<file path="config.mk">
export PLATFORM = sky130hd
export DESIGN_NAME = parallel_in_serial_out
export DESIGN_NICKNAME = d
export VERILOG_FILES = /design/src/hdl/piso_pkg.sv /design/src/hdl/piso_one_fifo.sv /design/src/hdl/piso_two_fifo.sv /design/src/hdl/parallel_in_serial_out.sv
export SDC_FILE = /design/constraint.sdc
export NUM_CORES = 1
export LEC_CHECK = 0
export BUFFER_PORTS_ARGS = -buffer_cell sky130_fd_sc_hd__buf_2
export CAP_MARGIN = 20
export CORE_MARGIN = 4
export CORE_UTILIZATION = 30
export CTS_CLUSTER_DIAMETER = 200
export DETAILED_ROUTE_END_ITERATION = 8
export GPL_TIMING_DRIVEN = 0
export PLACE_DENSITY = 0.57
export SYNTH_ARGS = -nofsm -noshare
export SYNTH_HDL_FRONTEND = slang
export SYNTH_HIERARCHICAL = 1
export SYNTH_SLANG_ARGS = --single-unit
</file>
<file path="constraint.sdc">
create_clock -name clk_i -period 2.2 [get_ports clk_i]
set_clock_uncertainty 0.15 [all_clocks]
set_input_delay 0.33 -clock clk_i [delete_from_list [all_inputs] [get_ports clk_i]]
set_output_delay 0.33 -clock clk_i [all_outputs]
set_load 0.05 [all_outputs]
</file>
<file path="src/hdl/piso_pkg.sv">
// widths, word count, vector typedefs and buffer state enum for the serializer
package piso_pkg;

    // width of one serial word on the output channel
    localparam int WORD_W = 8;

    // words per parallel bundle
    localparam int ELS = 4;

    // the non-last words taken together
    localparam int REST_W = (ELS - 1) * WORD_W;

    // counter wide enough to index every word of a bundle
    localparam int CTR_W = $clog2(ELS);

    // one serial word
    typedef logic [WORD_W-1:0] word_t;

    // one parallel bundle, word 0 in the low bits
    typedef logic [ELS*WORD_W-1:0] bundle_t;

    // words 0 to ELS-2 of a bundle
    typedef logic [REST_W-1:0] rest_t;

    // index of the word currently on the output
    typedef logic [CTR_W-1:0] ctr_t;

    // fill level of the two-entry buffer
    typedef enum logic [1:0] {
        empty = 2'd0,
        one   = 2'd1,
        two   = 2'd2
    } two_fifo_state_e;

endpackage

</file>
<file path="src/hdl/piso_one_fifo.sv">
// one-entry buffer for the non-last words of a bundle
`timescale 1ns/1ns

module piso_one_fifo
(
    input  logic            clk_i,
    input  logic            rst_i,
    // write side
    input  logic            v_i,
    input  piso_pkg::rest_t data_i,
    output logic            ready_o,
    // read side, valid then yumi
    output logic            v_o,
    output piso_pkg::rest_t data_o,
    input  logic            yumi_i
);

    // occupancy flag
    logic full_r;
    // stored payload
    piso_pkg::rest_t data_r;
    // write accepted this cycle
    logic wr_en;

    // only an empty buffer takes a new entry
    assign ready_o = ~full_r;
    assign wr_en   = v_i & ~full_r;

    // flag sets on a write and clears when the entry is taken
    always_ff @(posedge clk_i)
    begin
        if (rst_i)
        begin
            full_r <= 1'b0;
        end
        else if (wr_en)
        begin
            full_r <= 1'b1;
        end
        else if (yumi_i)
        begin
            full_r <= 1'b0;
        end
    end

    // payload needs no reset, it is qualified by full_r
    always_ff @(posedge clk_i)
    begin
        if (wr_en)
        begin
            data_r <= data_i;
        end
    end

    assign v_o    = full_r;
    assign data_o = data_r;

endmodule

</file>
<file path="src/hdl/piso_two_fifo.sv">
// two-entry buffer with fill state machine for the last word of each bundle
`timescale 1ns/1ns

module piso_two_fifo
(
    input  logic            clk_i,
    input  logic            rst_i,
    // write side
    input  logic            v_i,
    input  piso_pkg::word_t data_i,
    output logic            ready_o,
    // read side, valid then yumi
    output logic            v_o,
    output piso_pkg::word_t data_o,
    input  logic            yumi_i
);

    // fill state
    piso_pkg::two_fifo_state_e state_r;
    piso_pkg::two_fifo_state_e state_nxt;

    // storage slots, indexed by one-bit pointers
    piso_pkg::word_t mem_r [2];
    logic            wr_ptr_r;
    logic            rd_ptr_r;

    // handshake qualified strobes
    logic wr_en;
    logic rd_en;

    // room for another entry unless both slots hold data
    assign ready_o = (state_r != piso_pkg::two);
    assign v_o     = (state_r != piso_pkg::empty);

    assign wr_en = v_i & ready_o;
    // consumer only raises yumi while v_o is high
    assign rd_en = yumi_i;

    // next fill state
    always_comb
    begin
        state_nxt = state_r;
        case (state_r)
            piso_pkg::empty:
            begin
                if (wr_en)
                begin
                    state_nxt = piso_pkg::one;
                end
            end
            piso_pkg::one:
            begin
                // read with write keeps one entry
                if (wr_en & ~rd_en)
                begin
                    state_nxt = piso_pkg::two;
                end
                else if (rd_en & ~wr_en)
                begin
                    state_nxt = piso_pkg::empty;
                end
            end
            piso_pkg::two:
            begin
                // full, so only a read moves the state
                if (rd_en)
                begin
                    state_nxt = piso_pkg::one;
                end
            end
            default:
            begin
                state_nxt = piso_pkg::empty;
            end
        endcase
    end

    // state and pointers
    always_ff @(posedge clk_i)
    begin
        if (rst_i)
        begin
            state_r  <= piso_pkg::empty;
            wr_ptr_r <= 1'b0;
            rd_ptr_r <= 1'b0;
        end
        else
        begin
            state_r <= state_nxt;
            if (wr_en)
            begin
                wr_ptr_r <= ~wr_ptr_r;
            end
            if (rd_en)
            begin
                rd_ptr_r <= ~rd_ptr_r;
            end
        end
    end

    // slot write, storage left without reset
    always_ff @(posedge clk_i)
    begin
        if (wr_en)
        begin
            mem_r[wr_ptr_r] <= data_i;
        end
    end

    // head of the queue
    assign data_o = mem_r[rd_ptr_r];

endmodule

</file>
<file path="src/hdl/parallel_in_serial_out.sv">
// zero-bubble serializer joining both buffers with word counter and output select
`timescale 1ns/1ns

module parallel_in_serial_out
(
    input  logic              clk_i,
    input  logic              rst_i,
    // bundle input, ready and valid
    input  logic              valid_i,
    input  piso_pkg::bundle_t data_i,
    output logic              ready_and_o,
    // word output, valid then yumi
    output logic              valid_o,
    output piso_pkg::word_t   data_o,
    input  logic              yumi_i
);

    // buffer handshakes
    logic last_ready;
    logic rest_ready;
    logic fifo_v_in;
    logic last_v;
    logic last_yumi;
    logic rest_yumi;

    // buffered words
    piso_pkg::word_t last_data;
    piso_pkg::rest_t rest_data;

    // index of the word on data_o
    piso_pkg::ctr_t ctr_r;

    // accept only when both buffers have room
    assign ready_and_o = last_ready & rest_ready;
    // one accepted bundle writes both buffers together
    assign fifo_v_in = valid_i & ready_and_o;

    // last word of each bundle
    // two entries let the next bundle land while the current one drains
    piso_two_fifo last
    (
        .clk_i   (clk_i),
        .rst_i   (rst_i),
        .v_i     (fifo_v_in),
        .data_i  (data_i[piso_pkg::ELS*piso_pkg::WORD_W-1:piso_pkg::REST_W]),
        .ready_o (last_ready),
        .v_o     (last_v),
        .data_o  (last_data),
        .yumi_i  (last_yumi)
    );

    // words 0 to 2
    // valid is implied by last_v while the counter is below 3, so v_o stays open
    piso_one_fifo rest
    (
        .clk_i   (clk_i),
        .rst_i   (rst_i),
        .v_i     (fifo_v_in),
        .data_i  (data_i[piso_pkg::REST_W-1:0]),
        .ready_o (rest_ready),
        .v_o     (),
        .data_o  (rest_data),
        .yumi_i  (rest_yumi)
    );

    // release the rest buffer at the second-last word so the next bundle can enter
    assign rest_yumi = yumi_i & (ctr_r == piso_pkg::ctr_t'(piso_pkg::ELS - 2));
    // last word out ends the bundle
    assign last_yumi = yumi_i & (ctr_r == piso_pkg::ctr_t'(piso_pkg::ELS - 1));

    // word counter
    always_ff @(posedge clk_i)
    begin
        if (rst_i)
        begin
            ctr_r <= '0;
        end
        else if (last_yumi)
        begin
            // wrap to word 0 of the next bundle
            ctr_r <= '0;
        end
        else if (yumi_i)
        begin
            ctr_r <= ctr_r + 1'b1;
        end
    end

    // output valid follows the last-word buffer
    assign valid_o = last_v;

    // output word select, low word first
    always_comb
    begin
        case (ctr_r)
            2'd0:
            begin
                data_o = rest_data[piso_pkg::WORD_W-1:0];
            end
            2'd1:
            begin
                data_o = rest_data[2*piso_pkg::WORD_W-1:piso_pkg::WORD_W];
            end
            2'd2:
            begin
                data_o = rest_data[3*piso_pkg::WORD_W-1:2*piso_pkg::WORD_W];
            end
            default:
            begin
                // counter at 3, word comes from the two-entry buffer
                data_o = last_data;
            end
        endcase
    end

endmodule

</file>
==> flow_summary.yaml, run 1 <==
run_status:
  status: "complete, but fails checks"
  failed_checks: "setup timing"
min_path:
  hold_class: "input pin to flop"
  hp-start: "data_i[11]"
  min_path_cells: 1
logic_synthesis:
  syn_nets: 165
  ys_warn_count: 6
  ys_types: 29
  netlist_instances: 124
  synth_edf_count: 40
  ys_ff_latch: 48
  async_reset_ff_frac: 0
  syn-cell-area_sq_mm: 0.00197
  avgSynthCellArea_sq_um: 15.9
  synth-seq-area-share: 0.693
  yosys_most_used_dff: "edfxtp_1"
cells_and_area:
  final_cell_mix: "buf_2, edfxtp_1, inv_1"
  n_fill_cell: 573
  fin_nets: 219
  syn_to_final_growth_pct: 25.3
  final_cells: 256
  postLayoutCoreUtil: 0.388
  final_common_cell: "buf_2"
  drive_gt1_frac: 0.453
  n_antenna_cell: 0
worst_setup_path:
  critical_path.max_stage_delay_ns: 0.42
  crit_type: "flop to output port"
  cp.required_ns: 1.72
  rr_worst_depth: 3
  crit_path_end_kind: "output port"
  start_kind: "flop"
  worstReg2RegStart: "last/state_r[0]"
  critPathLaunch: "ctr_r[0]"
  critical_path.max_fanout: 5
  cpMaxStageDelayCell: "a222oi_1"
  cp.arrival_ns: 1.78
  crit_chain: "inv_4 -> ha_4 -> buf_6 -> a222oi_1 -> mux2i_1 -> buf_4"
floorplan:
  rows: 29
  num_io_pins: 46
  initial_core_util: 0.310
  dieArea_sq_mm: 0.00791
  core_area_sq_mm: 0.00635
  die_y_microns: 88.9
  fp.dieW_microns: 88.9
clocking:
  tritoncts: "yes"
  clk_latency_ns: 0.29
  htreeDepth: 2
  cts-root-buf: "clkbuf_8"
  ctsHoldBuffers: 0
  cts.sinks: 48
  cts_buffers: 5
  path_clk_slew_ns: 0.09
  clockBufferDepth: 2
power_and_ir_drop:
  p_total_uw: 1940
  leakagePower_uw: 0.000956
  power.density_mw_per_mm2: 787
  ir_worst_vdd_v: 0.000329
placed_design:
  place.gp.congestion: 0.696
  port_buffers: 45
  dpl_worst_slack_ns: 0.0725
  dp.cells: 246
  dp_hpwl_microns: 2570
global_route:
  grt_pass1_wl_microns: 5760
  antenna_found_initial: 0
  grt_pass1_vias: 1175
  grt-ovfl-total: 0
  grt_max_degree: 25
  grt_use_total: 0.100
sta:
  hold_viol_final: 0
  whs_ns: 0.0552
  setup_ws_ns: -0.0575
  setup_viol: 3
  period_share: 1.03
  rsz0062_at_grt: "yes"
  maxSlewViolCount: 0
  fmax_mhz: 443
  period_needed_ns: 2.26
  relSlewSlack: 0.655
  worst_pin_slew_ns: 0.517
drt:
  vias: 1135
  drtAntennaViolNets: 0
  wl_microns: 3600
  drtPass1Iterations: 4
  drt_first_iter_violations: 109
  drc: 0
  wire_per_inst_microns: 14.1
  viasPerCell: 4.43
flow_run:
  max_cap_viol_count: 0
synth_stat cells (3+ instances only):
| cell type | instances | area share |
|---|---|---|
| and2_1 | 3 | 0.0095 |
| buf_2 | 4 | 0.010 |
| nor2_1 | 3 | 0.0057 |
| mux2i_1 | 8 | 0.041 |
| a222oi_1 | 8 | 0.041 |
| edfxtp_1 | 40 | 0.61 |
| a21oi_1 | 3 | 0.0076 |
| dfxtp_1 | 8 | 0.081 |
| inv_1 | 12 | 0.023 |
| mux2_2 | 8 | 0.046 |
| ha_1 | 5 | 0.032 |
layout make-up:
type | count | area (sq um) | share of cell area
repair buffers | 49 | 283 | 0.115
plain buffers | 3 | 21.3 | 0.00863
well taps | 77 | 96.3 | 0.0391
inverters | 12 | 47.5 | 0.0193
flip-flops and latches | 48 | 1370 | 0.556
clock buffers | 7 | 76.3 | 0.0310
multi-input cells | 59 | 566 | 0.230
clock inverters | 1 | 5.00 | 0.00203
per-stage QoR:
step / instance area, sq um / setup TNS [ns]
finish: 2460 / -0.0643
global route: 2460 / -0.495
CTS: 2410 / -0.0892
detailed placement: 2290 / 0
global placement: 2290 / 0
floorplan: 1970 / 0
cell families (layout without fill, tap and decap cells):
group,count (synthesis),after routing,share of synthesized area
XOR/XNOR,1,1,0.00446
AO/OA/AOI/OAI,17,17,0.0770
AND/OR/NAND/NOR,20,20,0.0687
buffers and inverters,17,72,0.0388
multiplexers,16,16,0.0866
flip-flops,48,48,0.693
adder cells (fa/ha/maj),5,5,0.0318
sequential cells by signal (all words and copies together), names as in the netlist, named ones only:
register,cells
rest/data_o,24
last/mem_r,16
ctr_r,2
last/state_r,2
last/rd_ptr_r,1
last/wr_ptr_r,1
rest/v_o,1
critical path: cells and delay by family (launching register included):
kind	cells	cell delay, ns
flip-flops	1	0.37
multiplexers	1	0.16
AO/OA/AOI/OAI	1	0.42
adder cells (fa/ha/maj)	1	0.15
buffers and inverters	3	0.39
what timing repair did:
item,CTS,global route
cloned,1,0
gates resized for setup,14,8
pin swaps,4,4
buffers inserted,1,2
setup endpoints to repair,8,8
power by group:
part / total [uW] / switching [uW] / internal (uW) / leakage, uW
Clock: 488 / 265 / 223 / 0.0000422
Sequential: 1090 / 24.6 / 1060 / 0.000441
Combinational: 362 / 227 / 135 / 0.000473
final timing paths:
path | slack, ns | endpoint
worst min register to register | 0.35 | rest/v_o
worst max-delay path | -0.06 | data_o[4]
worst min-delay path | 0.06 | rest/data_o[11]
worst max register to register | 0.28 | rest/data_o[18]
routing by layer:
| layer | vias to the layer above | share of wire | GRT usage |
|---|---|---|---|
| met2 | 26 | 0.50 | 0.173 |
| met3 | 4 | 0.060 | 0.0267 |
| met5 | - | 0 | 0 |
| met1 | 528 | 0.41 | 0.117 |
| met4 | 0 | 0.021 | 0.0447 |
| li1 | 577 | - | - |
Power figures use the tool's default switching activity.
==> inputs of run 2 (changes only) <==
Settings changed: MAX_ROUTING_LAYER set to met4.
==> run 2 against run 1 <==
Effect of this change: the run still ends with setup timing left; final area stayed put; power is 0.15% lower; clock power hardly changed; clock-buffer cell count stayed put; critical path type unchanged; largest power group unchanged.
==> flow_summary.yaml, run 2 (same netlist as run 1, synthesis figures left out) <==
run_status:
  status: "complete, but fails checks"
  failed_checks: "setup timing"
drt:
  drtPass1Iterations: 4
  wl_microns: 3590
  drtAntennaViolNets: 0
  drt_first_iter_violations: 83
  drc: 0
  viasPerCell: 4.49
  vias: 1149
  wire_per_inst_microns: 14.0
cells_and_area:
  largest_reg_flops: 24
  syn_to_final_growth_pct: 25.3
  final_cells: 256
  final_common_cell: "buf_2"
  n_fill_cell: 573
  drive_gt1_frac: 0.453
  fin_nets: 219
  final_cell_mix: "buf_2, edfxtp_1, inv_1"
  n_antenna_cell: 0
clocking:
  cts.sinks: 48
  clockBufferDepth: 2
  clk_latency_ns: 0.29
  path_clk_slew_ns: 0.09
  htreeDepth: 2
  cts-root-buf: "clkbuf_8"
  cts_buffers: 5
  tritoncts: "yes"
  ctsHoldBuffers: 0
sta:
  hold_viol_final: 0
  worst_pin_slew_ns: 0.522
  tns_ns: -0.0535
  setup_viol: 1
  period_needed_ns: 2.25
  fmax_mhz: 444
  period_share: 1.02
  relSlewSlack: 0.652
  rsz0062_at_grt: "yes"
  setup_ws_ns: -0.0535
  maxSlewViolCount: 0
power_and_ir_drop:
  p_switching_uw: 514
  power.density_mw_per_mm2: 785
  seq_power_share: 0.562
  switching_share: 0.265
  pwr-share-clk: 0.251
  combPwrFrac: 0.187
  ir_worst_vdd_v: 0.000329
  leakagePower_uw: 0.000956
  p_int_uw: 1420
global_route:
  grt-ovfl-total: 0
  grt_pass1_wl_microns: 5770
  antenna_found_initial: 0
  grt_use_total: 0.103
  grt_pass1_vias: 1176
  grt_max_degree: 25
flow_run:
  max_cap_viol_count: 0
floorplan:
  num_io_pins: 46
  die_y_microns: 88.9
  dieArea_sq_mm: 0.00791
  fp.dieW_microns: 88.9
  core_area_sq_mm: 0.00635
  initial_core_util: 0.310
  rows: 29
worst_setup_path:
  cp.required_ns: 1.72
  rr_worst_depth: 3
  critical_path.max_stage_delay_ns: 0.41
  cp.depth: 6
  start_kind: "flop"
  crit_type: "flop to output port"
  crit_chain: "inv_4 -> ha_4 -> buf_6 -> a222oi_1 -> mux2i_1 -> buf_4"
  path_delay_family: "compound AO/OA/AOI/OAI gates"
  critical_path.max_fanout: 5
  cp.arrival_ns: 1.77
  cpMaxStageDelayCell: "a222oi_1"
  crit_path_end_kind: "output port"
  crit_buf_inv: 3
placed_design:
  port_buffers: 45
  place.gp.congestion: 0.704
  dp_hpwl_microns: 2570
  dp.cells: 246
min_path:
  hold_class: "input pin to flop"
  min_path_cells: 1
## run 2: per-stage QoR
step	hold slack [ns]	util	worst slack [ns]	total power, uW	area (sq um)
after detailed placement	0.336	0.360	0.0725	1440	2290
after global routing	0.0374	0.388	-0.122	2040	2460
final	0.0578	0.388	-0.0535	1940	2460
after CTS	0.0474	0.379	-0.0718	1940	2410
after floorplan	0.242	-	0.0846	1340	1970
after global placement	0.339	0.360	0.0579	1440	2290
## run 2: area by class of cell
class                   instances  area, sq um  area share
flip-flops and latches         48         1370       0.556
multi-input cells              59          566       0.230
repair buffers                 49          283       0.115
well taps                      77         96.3      0.0391
clock buffers                   7         76.3      0.0310
inverters                      12         47.5      0.0193
plain buffers                   3         21.3     0.00863
clock inverters                 1         5.00     0.00203
## run 2: per-layer routing
metal | track usage | routed length [microns] | vias to the layer above | part of all wire
li1 | - | - | 577 | -
met1 | 0.117 | 1460 | 537 | 0.41
met2 | 0.173 | 1830 | 31 | 0.51
met3 | 0.0258 | 226 | 4 | 0.063
met4 | 0.0447 | 76 | 0 | 0.021
met5 | - | 0 | - | 0
## run 2: path summary, 6_finish.rpt
check	start	to	slack, ns
worst max-delay path	ctr_r[0]	data_o[4]	-0.05
worst min-delay path	data_i[11]	rest/data_o[11]	0.06
worst max register to register	last/state_r[0]	rest/data_o[18]	0.27
worst min register to register	rest/v_o	rest/v_o	0.35
## run 2: timing repair
item | CTS | global route
setup endpoints to repair | 8 | 8
pin swaps | 4 | 4
resized for setup | 14 | 8
setup buffers | 1 | 2
gates cloned | 1 | 0
## run 2: power groups by stage
stage	registers, uW	logic [uW]	clock network [uW]
3_3_place_gp	1110	333	0
6_report	1090	362	485
4_1_cts	1090	347	506
2_1_floorplan	1100	234	0
5_1_grt	1090	390	554
3_5_place_dp	1110	332	0
==> inputs of run 3 (changes only) <==
Settings changed: ABC_AREA set to 1, PLACE_DENSITY 0.57 to 0.56.
==> run 3 against run 2 <==
Effect of this change: the flow now finishes without violations; final area increased by 1.5%; routed wire length is 1.1% lower; power increased by 9.0%; setup slack gained 0.16 ns; critical path depth is 2 higher; clock-buffer cell count is 2 lower; area after synthesis is 3.5% higher.
==> flow_summary.yaml, run 3 <==
run_status:
  status: "finished clean"
cells_and_area:
  n_antenna_cell: 0
  largest_reg_flops: 24
  drive_gt1_frac: 0.338
  multi_input_area_sq_um: 564
  seq_area_sq_mm: 0.00137
  syn_to_final_growth_pct: 22.9
  final_cell_mix: "nand2_1, buf_2, edfxtp_1"
  n_fill_cell: 642
  final_common_cell: "nand2_1"
  fin_nets: 277
  postLayoutCoreUtil: 0.387
clocking:
  cts_setup_buffers: 0
  htreeDepth: 2
  cts_buffers: 5
  tritoncts: "yes"
  cts.sinks: 48
  ctsHoldBuffers: 0
  path_clk_slew_ns: 0.09
  clk_latency_ns: 0.29
  cts_resized: 0
  cts-root-buf: "clkbuf_8"
  clockBufferDepth: 2
power_and_ir_drop:
  leakagePower_uw: 0.00110
  ir_worst_vdd_v: 0.000411
  power.density_mw_per_mm2: 843
placed_design:
  dpl_worst_slack_ns: 0.0580
  place.gp.congestion: 0.728
  port_buffers: 45
  dp_hpwl_microns: 2740
drt:
  wl_microns: 3560
  viasPerCell: 4.09
  drtPass1Iterations: 4
  drc: 0
  drt_first_iter_violations: 48
  wire_per_inst_microns: 11.3
  drtAntennaViolNets: 0
  vias: 1285
worst_setup_path:
  critical_path.max_fanout: 9
  r2r_setup_slack_ns: 0.17
  crit_path_end_kind: "output port"
  crit_type: "flop to output port"
  cp.arrival_ns: 1.61
  cp.required_ns: 1.72
  start_kind: "flop"
sta:
  period_needed_ns: 2.09
  period_share: 0.950
  hold_viol_final: 0
  fmax_mhz: 478
  setup_viol: 0
  rsz0062_at_grt: "no"
  maxSlewViolCount: 0
  relSlewSlack: 0.521
  worst_pin_slew_ns: 0.716
  setup_ws_ns: 0.110
  tns_ns: 0
floorplan:
  rows: 29
  initial_core_util: 0.315
  core_area_sq_mm: 0.00646
  dieArea_sq_mm: 0.00816
  fp.dieW_microns: 90.4
  die_y_microns: 90.4
  num_io_pins: 46
logic_synthesis:
  async_reset_ff_frac: 0
  ys_top_cells_by_count: "nand2_1, edfxtp_1, nor2_1, inv_1"
  synth-seq-area-share: 0.669
  syn-cell-area_sq_mm: 0.00203
  ys_types: 18
  synth_edf_count: 40
  yosysTopAreaCell: "edfxtp_1"
  yosys_most_used_dff: "edfxtp_1"
  netlist_instances: 184
  syn_nets: 225
  synth.most_common_cell: "nand2_1"
  synth_area_leaders: "edfxtp_1, nand2_1, dfxtp_1"
  ys_ff_latch: 48
  synth_top_area_frac: 0.590
  ys_warn_count: 6
  avgSynthCellArea_sq_um: 11.1
global_route:
  antenna_found_initial: 0
  grt_use_total: 0.0982
  grt_pass1_wl_microns: 6100
  grt_max_degree: 25
  grt_pass1_vias: 1358
  grt-ovfl-total: 0
min_path:
  hold_class: "input pin to flop"
flow_run:
  max_cap_viol_count: 0
==> run 3: final timing paths <==
| path | start | endpoint | depth (start not counted) |
|---|---|---|---|
| worst min register to register | rest/v_o | rest/v_o | 2 |
| worst max register to register | last/state_r[0] | last/mem_r[1][5] | 6 |
| worst min-delay path | data_i[14] | rest/data_o[14] | 1 |
| worst max-delay path | ctr_r[0] | data_o[0] | 8 |
==> run 3: kinds of logic after synthesis <==
kind of cell | count (synthesis) | share of synthesized area
buffers and inverters | 24 | 0.0547
multiplexers | 8 | 0.0443
AND/OR/NAND/NOR | 92 | 0.179
flip-flops | 48 | 0.669
AO/OA/AOI/OAI | 6 | 0.0178
adder cells (fa/ha/maj) | 5 | 0.0308
XOR/XNOR | 1 | 0.00431
==> run 3: through the flow <==
step | hold slack [ns] | total power (uW) | area, sq um | cells
floorplan | 0.242 | 1380 | 2030 | 184
global route | 0.0286 | 2220 | 2500 | 314
global placement | 0.315 | 1480 | 2360 | 306
detailed placement | 0.326 | 1490 | 2360 | 306
CTS | 0.0446 | 2120 | 2470 | 314
finish | 0.0567 | 2110 | 2500 | 314
==> run 3: layer usage <==
layer | routed length, microns | track usage
met2 | 1750 | 0.167
met5 | 0 | -
met4 | 53 | 0.0446
met3 | 137 | 0.0250
met1 | 1610 | 0.108
==> run 3: final cells by class <==
cell class                 count  share of cell area
sequential                    48               0.546
multi-input combinational    112               0.226
timing repair buffer          45              0.0965
tap                           77              0.0385
inverter                      19              0.0300
clock buffer                   5              0.0275
clock inverter                 3              0.0185
buffer                         5              0.0170
==> run 3: critical path: stages, from the launching register on <==
cell	delay, ns
dfxtp_4	0.37
inv_1	0.10
ha_1	0.15
buf_4	0.15
nand2_1	0.06
nand2_1	0.08
nor2_1	0.04
nor2_1	0.10
buf_2	0.27
==> run 3: where the power goes <==
| part | total, uW | internal (uW) | switching (uW) |
|---|---|---|---|
| registers | 1100 | 1070 | 23.2 |
| clock network | 632 | 342 | 289 |
| logic | 379 | 117 | 262 |
